`src/mac_rx_pkg.sv`:
```
package mac_rx_pkg;

	// Address constants
	localparam logic [47:0] BROADCAST_ADDR = 48'hFFFF_FFFF_FFFF;
	localparam logic [47:0] LOCAL_MAC_ADDR = 48'h000A_3500_0001; // 00:0A:35:00:00:01

	// Ethertypes that have a decoder behind them
	localparam logic [15:0] ETHERTYPE_ARP  = 16'h0806;
	localparam logic [15:0] ETHERTYPE_RARP = 16'h8035;
	localparam logic [15:0] ETHERTYPE_IP   = 16'h0800;

	localparam int HEADER_BYTES = 14;
	localparam logic [3:0] HDR_LAST = 4'(HEADER_BYTES - 1); // Index of last header byte

	// Decoder answer timeout, longer than a full IP frame
	localparam int WAIT_LIMIT = 1700;
	localparam int WAIT_CNT_W = $clog2(WAIT_LIMIT);
	localparam logic [WAIT_CNT_W-1:0] WAIT_LAST = WAIT_CNT_W'(WAIT_LIMIT - 1);

	// Message class codes
	localparam logic [1:0] MSG_UNSUPPORTED = 2'd0;
	localparam logic [1:0] MSG_ARP         = 2'd1;
	localparam logic [1:0] MSG_IP          = 2'd2;

	// Capture FSM
	localparam logic [1:0] CAP_ARMED  = 2'd0; // Waiting for a frame start
	localparam logic [1:0] CAP_HEADER = 2'd1; // Taking header bytes
	localparam logic [1:0] CAP_DRAIN  = 2'd2; // Skipping payload

	// Dispatch FSM
	localparam logic [2:0] DSP_IDLE     = 3'd0;
	localparam logic [2:0] DSP_CLASSIFY = 3'd1;
	localparam logic [2:0] DSP_WAIT     = 3'd2;
	localparam logic [2:0] DSP_RESULT   = 3'd3;
	localparam logic [2:0] DSP_DONE     = 3'd4;

	// Header as seen on the wire, destination sent first
	typedef struct packed {
		logic [15:0] ethertype; // Bits 111:96
		logic [47:0] src;       // Bits 95:48
		logic [47:0] dest;      // Bits 47:0
	} mac_fields_t;

	// Same 112 bits written per byte, read per field
	typedef union packed {
		mac_fields_t      fields;
		logic [13:0][7:0] bytes;
	} mac_header_u;

	typedef struct packed {
		logic [1:0] sub_type;  // From ARP or IP decoder
		logic [1:0] msg_class; // MSG_* code
	} mess_type_t;

endpackage

```
`src/mac_decoder.sv`:
```
`timescale 1ns/1ns

module mac_decoder
(
	input  logic                    CLK,
	input  logic                    RST,
	input  logic [7:0]              in_data,
	input  logic                    in_data_vld,
	input  logic                    arp_done,
	input  logic                    ip_done,
	input  logic [1:0]              arp_type,
	input  logic [1:0]              ip_type,
	output logic                    arp_decoder_en,
	output logic                    ip_decoder_en,
	output mac_rx_pkg::mac_header_u mac_header,
	output mac_rx_pkg::mess_type_t  mess_type,
	output logic                    mac_done
);

	mac_rx_pkg::mac_header_u header; // Capture to dispatch
	logic                    header_valid;
	logic                    in_frame;
	logic                    busy;     // Dispatch back to capture

	// Byte stream into header
	mac_header_capture u_capture
	(
		.CLK          (CLK),
		.RST          (RST),
		.in_data      (in_data),
		.in_data_vld  (in_data_vld),
		.busy         (busy),
		.header       (header),
		.header_valid (header_valid),
		.in_frame     (in_frame)
	);

	// Classify, start peer decoder, report
	mac_decoder_dispatch u_dispatch
	(
		.CLK            (CLK),
		.RST            (RST),
		.header         (header),
		.header_valid   (header_valid),
		.in_frame       (in_frame),
		.busy           (busy),
		.arp_done       (arp_done),
		.ip_done        (ip_done),
		.arp_type       (arp_type),
		.ip_type        (ip_type),
		.arp_decoder_en (arp_decoder_en),
		.ip_decoder_en  (ip_decoder_en),
		.mac_header     (mac_header),
		.mess_type      (mess_type),
		.mac_done       (mac_done)
	);

endmodule

```
`src/mac_decoder_dispatch.sv`:
```
`timescale 1ns/1ns

module mac_decoder_dispatch
(
	input  logic                    CLK,
	input  logic                    RST,
	input  mac_rx_pkg::mac_header_u header,
	input  logic                    header_valid,
	input  logic                    in_frame,
	output logic                    busy,
	input  logic                    arp_done,
	input  logic                    ip_done,
	input  logic [1:0]              arp_type,
	input  logic [1:0]              ip_type,
	output logic                    arp_decoder_en,
	output logic                    ip_decoder_en,
	output mac_rx_pkg::mac_header_u mac_header,
	output mac_rx_pkg::mess_type_t  mess_type,
	output logic                    mac_done
);

	logic [2:0] state;
	logic [1:0] cls;   // Class of current header
	logic [1:0] cls_q; // Class held during the wait
	logic [1:0] sub_q; // Sub-type from the decoder
	logic       got_q; // Decoder answered before timeout
	logic [mac_rx_pkg::WAIT_CNT_W-1:0] wait_cnt;

	mac_rx_pkg::mac_fields_t hdr_f;
	logic dest_bcast;
	logic dest_local;
	logic type_arp;
	logic type_ip;
	logic done_hit;
	logic [1:0] sub_in;

	assign hdr_f = header.fields; // Header held still by capture while busy

	assign dest_bcast = (hdr_f.dest == mac_rx_pkg::BROADCAST_ADDR);
	assign dest_local = (hdr_f.dest == mac_rx_pkg::LOCAL_MAC_ADDR);
	assign type_arp   = (hdr_f.ethertype == mac_rx_pkg::ETHERTYPE_ARP) ||
		(hdr_f.ethertype == mac_rx_pkg::ETHERTYPE_RARP);
	assign type_ip    = (hdr_f.ethertype == mac_rx_pkg::ETHERTYPE_IP);

	always_comb
	begin
		cls = mac_rx_pkg::MSG_UNSUPPORTED;
		if (type_arp && (dest_bcast || dest_local))
			cls = mac_rx_pkg::MSG_ARP; // ARP and RARP, broadcast or ours
		else if (type_ip && dest_local)
			cls = mac_rx_pkg::MSG_IP;  // Unicast IP only
	end

	// Start pulses, one cycle in classify
	assign arp_decoder_en = (state == mac_rx_pkg::DSP_CLASSIFY) && (cls == mac_rx_pkg::MSG_ARP);
	assign ip_decoder_en  = (state == mac_rx_pkg::DSP_CLASSIFY) && (cls == mac_rx_pkg::MSG_IP);

	// Only the started decoder counts
	assign done_hit = (cls_q == mac_rx_pkg::MSG_ARP) ? arp_done : ip_done;
	assign sub_in   = (cls_q == mac_rx_pkg::MSG_ARP) ? arp_type : ip_type;

	// Covers header_valid cycle up to and including mac_done
	assign busy     = header_valid || (state != mac_rx_pkg::DSP_IDLE);
	assign mac_done = (state == mac_rx_pkg::DSP_DONE) && !in_frame;

	always_ff @(posedge CLK or posedge RST)
	begin
		if (RST)
		begin
			state      <= mac_rx_pkg::DSP_IDLE;
			cls_q      <= mac_rx_pkg::MSG_UNSUPPORTED;
			sub_q      <= 2'd0;
			got_q      <= 1'b0;
			wait_cnt   <= '0;
			mac_header <= '0;
			mess_type  <= '0;
		end
		else
		begin
			case (state)
				mac_rx_pkg::DSP_IDLE:
					if (header_valid)
						state <= mac_rx_pkg::DSP_CLASSIFY;
				mac_rx_pkg::DSP_CLASSIFY:
				begin
					cls_q    <= cls;
					got_q    <= 1'b0;
					wait_cnt <= '0;
					// Unsupported skips the wait
					if (cls == mac_rx_pkg::MSG_UNSUPPORTED)
						state <= mac_rx_pkg::DSP_RESULT;
					else
						state <= mac_rx_pkg::DSP_WAIT;
				end
				mac_rx_pkg::DSP_WAIT:
					if (done_hit)
					begin
						sub_q <= sub_in; // Sampled on the done cycle
						got_q <= 1'b1;
						state <= mac_rx_pkg::DSP_RESULT;
					end
					else if (wait_cnt == mac_rx_pkg::WAIT_LAST)
						state <= mac_rx_pkg::DSP_RESULT; // Timeout, got_q stays low
					else
						wait_cnt <= wait_cnt + 1'b1;
				mac_rx_pkg::DSP_RESULT:
				begin
					mess_type <= '0; // Unsupported, timeout or zero sub-type
					if (got_q)
					begin
						mac_header <= header;
						if (sub_q != 2'd0)
						begin
							mess_type.sub_type  <= sub_q;
							mess_type.msg_class <= cls_q;
						end
					end
					state <= mac_rx_pkg::DSP_DONE;
				end
				mac_rx_pkg::DSP_DONE:
					if (!in_frame)
						state <= mac_rx_pkg::DSP_IDLE; // mac_done this cycle
				default:
					state <= mac_rx_pkg::DSP_IDLE;
			endcase
		end
	end

	a_one_enable: assert property (@(posedge CLK) disable iff (RST)
		!(arp_decoder_en && ip_decoder_en));

	// A dropped frame must not add a second pulse
	a_done_pulse: assert property (@(posedge CLK) disable iff (RST)
		mac_done |=> !mac_done);

	a_class_legal: assert property (@(posedge CLK) disable iff (RST)
		mess_type.msg_class != 2'd3);

endmodule

```
`src/mac_header_capture.sv`:
```
`timescale 1ns/1ns

module mac_header_capture
(
	input  logic                    CLK,
	input  logic                    RST,
	input  logic [7:0]              in_data,
	input  logic                    in_data_vld,
	input  logic                    busy,         // Dispatch still owns the last header
	output mac_rx_pkg::mac_header_u header,
	output logic                    header_valid, // One cycle, header complete
	output logic                    in_frame
);

	logic [1:0] state;
	logic [3:0] byte_cnt; // Arrival index of the byte on in_data
	logic       take_byte;

	// Maps arrival order onto the union byte view
	// Dest bytes land in 5..0, source in 11..6, ethertype in 13..12
	function automatic logic [3:0] byte_slot(input logic [3:0] idx);
		logic [4:0] slot;
		if (idx < 4'd6)
			slot = 5'd5 - {1'b0, idx};
		else if (idx < 4'd12)
			slot = 5'd17 - {1'b0, idx};
		else
			slot = 5'd25 - {1'b0, idx};
		return slot[3:0];
	endfunction

	// First byte only when dispatch is free, the rest unconditionally
	assign take_byte = ((state == mac_rx_pkg::CAP_ARMED) && in_data_vld && !busy) ||
		(state == mac_rx_pkg::CAP_HEADER);

	assign in_frame = (state != mac_rx_pkg::CAP_ARMED);

	always_ff @(posedge CLK or posedge RST)
	begin
		if (RST)
		begin
			state        <= mac_rx_pkg::CAP_ARMED;
			byte_cnt     <= '0;
			header_valid <= 1'b0;
		end
		else
		begin
			header_valid <= 1'b0; // Pulse by default
			case (state)
				mac_rx_pkg::CAP_ARMED:
					if (in_data_vld)
					begin
						// Busy frame is dropped whole
						if (busy)
							state <= mac_rx_pkg::CAP_DRAIN; // Index stays at first byte
						else
						begin
							byte_cnt <= 4'd1;
							state    <= mac_rx_pkg::CAP_HEADER;
						end
					end
				mac_rx_pkg::CAP_HEADER:
				begin
					byte_cnt <= byte_cnt + 4'd1;
					if (byte_cnt == mac_rx_pkg::HDR_LAST)
					begin
						byte_cnt     <= '0;
						header_valid <= 1'b1;
						state        <= mac_rx_pkg::CAP_DRAIN;
					end
				end
				mac_rx_pkg::CAP_DRAIN:
					if (!in_data_vld)
						state <= mac_rx_pkg::CAP_ARMED; // Frame over
				default:
					state <= mac_rx_pkg::CAP_ARMED;
			endcase
		end
	end

	// Header bytes in arrival order
	always_ff @(posedge CLK)
	begin
		if (take_byte)
			header.bytes[byte_slot(byte_cnt)] <= in_data;
	end

	// Single pulse per captured header
	a_hdr_valid_pulse: assert property (@(posedge CLK) disable iff (RST)
		header_valid |=> !header_valid);

endmodule

```
`config.mk`:
```
export PLATFORM = sky130hd
export DESIGN_NAME = mac_decoder
export DESIGN_NICKNAME = d
export VERILOG_FILES = /design/src/mac_rx_pkg.sv /design/src/mac_decoder.sv /design/src/mac_decoder_dispatch.sv /design/src/mac_header_capture.sv
export SDC_FILE = /design/constraint.sdc
export NUM_CORES = 1
export LEC_CHECK = 0
export BUFFER_PORTS_ARGS = -buffer_cell sky130_fd_sc_hd__buf_2
export CAP_MARGIN = 20
export CELL_PAD_IN_SITES_DETAIL_PLACEMENT = 0
export CELL_PAD_IN_SITES_GLOBAL_PLACEMENT = 1
export CORE_ASPECT_RATIO = 1.2
export CORE_MARGIN = 2
export CORE_UTILIZATION = 45
export CTS_CLUSTER_DIAMETER = 80
export CTS_CLUSTER_SIZE = 30
export DETAILED_ROUTE_END_ITERATION = 7
export PLACE_DENSITY = 0.84
export SLEW_MARGIN = 20
export SYNTH_ARGS = -nofsm -noshare
export SYNTH_HDL_FRONTEND = slang
export SYNTH_HIERARCHICAL = 1
export SYNTH_SLANG_ARGS = --single-unit
```
`constraint.sdc`:
```
create_clock -name CLK -period 4.5 [get_ports CLK]
set_input_delay 0.225 -clock CLK [delete_from_list [all_inputs] [get_ports CLK]]
set_output_delay 0.225 -clock CLK [all_outputs]
set_load 0.02 [all_outputs]
```
==> results.json <==
{
  "multi_input_area_mm2": 0.00250,
  "fin_ws_ns": 1.53,
  "cp_slowest_cell": "nor3_1",
  "place_area_mm2": 0.0105,
  "cp.required_ns": 4.59,
  "period_minus_slack_ns": 2.97,
  "core.rowCount": 58,
  "leakage_nw": 4.46,
  "cts_hold_buf": 1,
  "crit_path_end_kind": "flop",
  "critPathArrivalTime_ns": 3.07,
  "cts_buffers": 12,
  "gp_congestion": 0.875,
  "synth_edf_count": 112,
  "p_int_mw": 4.59,
  "yosysUniqueCellTypes": 61,
  "ff_latch_area_mm2": 0.00692,
  "grt_pass1_wl_mm": 30.1,
  "hold_violations": 0,
  "worstSetupPathType": "reg2reg",
  "clock_power_share_pct": 17.2,
  "power_frac_comb_pct": 33.4,
  "reg2reg_depth": 4,
  "ys.flop_type": "dfrtp_1",
  "max_slew_margin_pct": 20.9,
  "swShare_pct": 35.6,
  "dieArea_mm2": 0.0224,
  "die_h_um": 164,
  "place_hpwl_mm": 13.4,
  "cts_tree": "built",
  "crit_chain": "or4_1 > and2b_4 > o211ai_1 > nor3_1",
  "syn_area_per_cell_um2": 16.4,
  "synth_top_cell_area_share_pct": 37.2,
  "drive_above_1_share_pct": 39.5,
  "ir_drop_v": 0.000351,
  "grt-ovfl-total": 0,
  "post-route-util_pct": 52.2,
  "hold_path.class": "in2reg",
  "ys_seq_area_share_pct": 72.4,
  "period_share_pct": 66.1,
  "syn_nets": 601,
  "synthCells": 583,
  "ant_nets": 0,
  "ys_async_sr_fraction_pct": 55.9,
  "ctsResizeCount": 0,
  "postCtsSetupRepairBufs": 0,
  "tightest_slew_ns": 1.18,
  "drv_cap": 0,
  "dieWidth_um": 137,
  "syn_area_mm2": 0.00955,
  "power_density_mw_per_mm2": 654,
  "slowest_delay_ns": 0.93,
  "p_switching_mw": 2.53,
  "yosys_warnings": 6,
  "cts_buffer_depth": 3,
  "fillers": 1708,
  "drt_iter0_drc": 329,
  "yosysTopAreaCell": "dfrtp_1",
  "final_max_slew_viol_count": 0,
  "diodes": 0,
  "rsz0062_at_grt": "false",
  "clock-sinks": 254,
  "start_kind": "flop",
  "firstDrtPassIters": 5,
  "post-route-drc-count": 0,
  "vias": 5388,
  "place_ws_ns": 1.60,
  "start_util_pct": 45.7,
  "outcome": "completed",
  "area_delta_synth_final_pct": 14.2,
  "htree_levels": 1,
  "wirelength_mm": 19.8,
  "ios": 136,
  "antenna_found_initial": 0,
  "critPathMaxFanout": 14,
  "cts-root-buf": "clkbuf_16",
  "yosys-top-cells-area": "dfrtp_1, edfxtp_1, mux2_2",
  "seq_power_share_pct": 49.5,
  "path_clk_slew_ns": 0.11,
  "setup_viol": 0,
  "fmax_ghz": 0.336,
  "port_buffers": 135,
  "wl_per_cell_um": 19.9,
  "synth_common_cells": "dfrtp_1, edfxtp_1, mux2_2",
  "clk_latency_ns": 0.48,
  "grt_pass1_vias": 5197,
  "fin_area_mm2": 0.0109,
  "viasPerCell": 5.42,
  "yosysMostFrequentCell": "dfrtp_1",
  "core_area_mm2": 0.0209,
  "clock_skew_ns": 0.0166,
  "setup-tns-final_ns": 0,
  "holdPathStages": 3,
  "num-nets-final": 736,
  "ys_seq_elements": 254,
  "grt_max_degree": 91,
  "grt.total_usage_pct": 17.5
}
-- cells in the final DEF (no fill, tap or decap), types with 2 or more instances in the layout --
cell       count
nand4b_1       2
clkbuf_1       4
nand4_1       15
dfrtp_1      142
nand2b_1       4
a22o_1         3
and4_1         3
nand2_1       21
o21ai_1        2
o21ai_0       13
mux2_2       112
a21o_1         2
xor2_1         6
inv_6          2
and3_1         2
o211ai_1       7
nor2_1        33
buf_4          4
nor4_2         6
inv_1          8
clkbuf_16     13
a21oi_1        5
nor4bb_1       2
edfxtp_1     112
nand3_1        3
or4_1          2
buf_2        135
or3_1          2
nor4_1         9
mux2i_1        5
nor3_1         9
-- path summary, 6_finish.rpt --
check	from	end	slack (ns)
setup / recovery	u_dispatch/state[0]$_DFFE_PP0P_	u_capture/header[40]$_DFFE_PP_	1.53
hold / removal	ip_type[1]	u_dispatch/sub_q[1]$_DFFE_PP0P_	0.06
setup reg to reg	u_dispatch/state[0]$_DFFE_PP0P_	u_capture/header[40]$_DFFE_PP_	1.53
hold reg to reg	u_capture/header[50]$_DFFE_PP_	u_dispatch/mac_header[50]$_DFFE_PP0P_	0.47
max in group asynchronous	RST	u_dispatch/mac_header[45]$_DFFE_PP0P_	2.88
min in group asynchronous	RST	u_capture/byte_cnt[2]$_DFFE_PP0P_	0.27
-- cell families after synthesis --
family,after synthesis,synth area share (%)
buf+inv,29,1.56
xor+xnor,7,0.642
mux,117,13.7
simple gates,126,7.74
compound gates,49,3.75
flops,254,72.4
fa+ha+maj,1,0.131
-- flip-flops by register name, indices dropped and copies added, names as in the netlist, 2 cells and up --
register,count
u_dispatch/cls_q,2
u_dispatch/mac_header,112
u_dispatch/state,3
u_capture/header,112
u_capture/byte_cnt,4
u_dispatch/mess_type,4
u_capture/state,2
u_dispatch/sub_q,2
u_dispatch/wait_cnt,11
-- area by class of cell --
cell class,instances,area share (%)
clock buffers,17,3.12
clock inverters,3,0.207
inverters,9,0.356
multi-input cells,300,22.9
flip-flops and latches,254,63.5
well taps,270,3.10
repair buffers,141,6.82
-- power by group through the flow --
stage | combinational, mW | clock, mW | sequential (mW)
floorplan | 1.05 | 0 | 4.06
global placement | 2.35 | 0 | 3.53
detailed placement | 2.39 | 0 | 3.57
CTS | 2.41 | 1.26 | 3.52
global route | 2.55 | 1.34 | 3.60
finish | 2.38 | 1.22 | 3.52
-- per-stage QoR --
stage	cells	total power, mW	hold WS [ns]
6_report	994	7.13	0.0587
5_1_grt	994	7.50	0.0800
4_1_cts	993	7.19	0.0455
3_5_place_dp	972	5.97	0.242
3_3_place_gp	972	5.89	0.228
2_1_floorplan	583	5.11	0.0284
-- layer usage --
layer | global-route usage, % | up-vias | share of wire (%)
met2 | 30.3 | 173 | 51
li1 | - | 2445 | -
met4 | 3.56 | 0 | 1.5
met3 | 2.67 | 20 | 5.2
met5 | 0 | - | 0
met1 | 23.3 | 2750 | 42
-- critical path, delay by kind of cell (launching register included) --
kind,cells,cell delay (ns)
compound gates,1,0.15
flops,1,0.57
simple gates,3,1.88
Power figures use the tool's default switching activity.
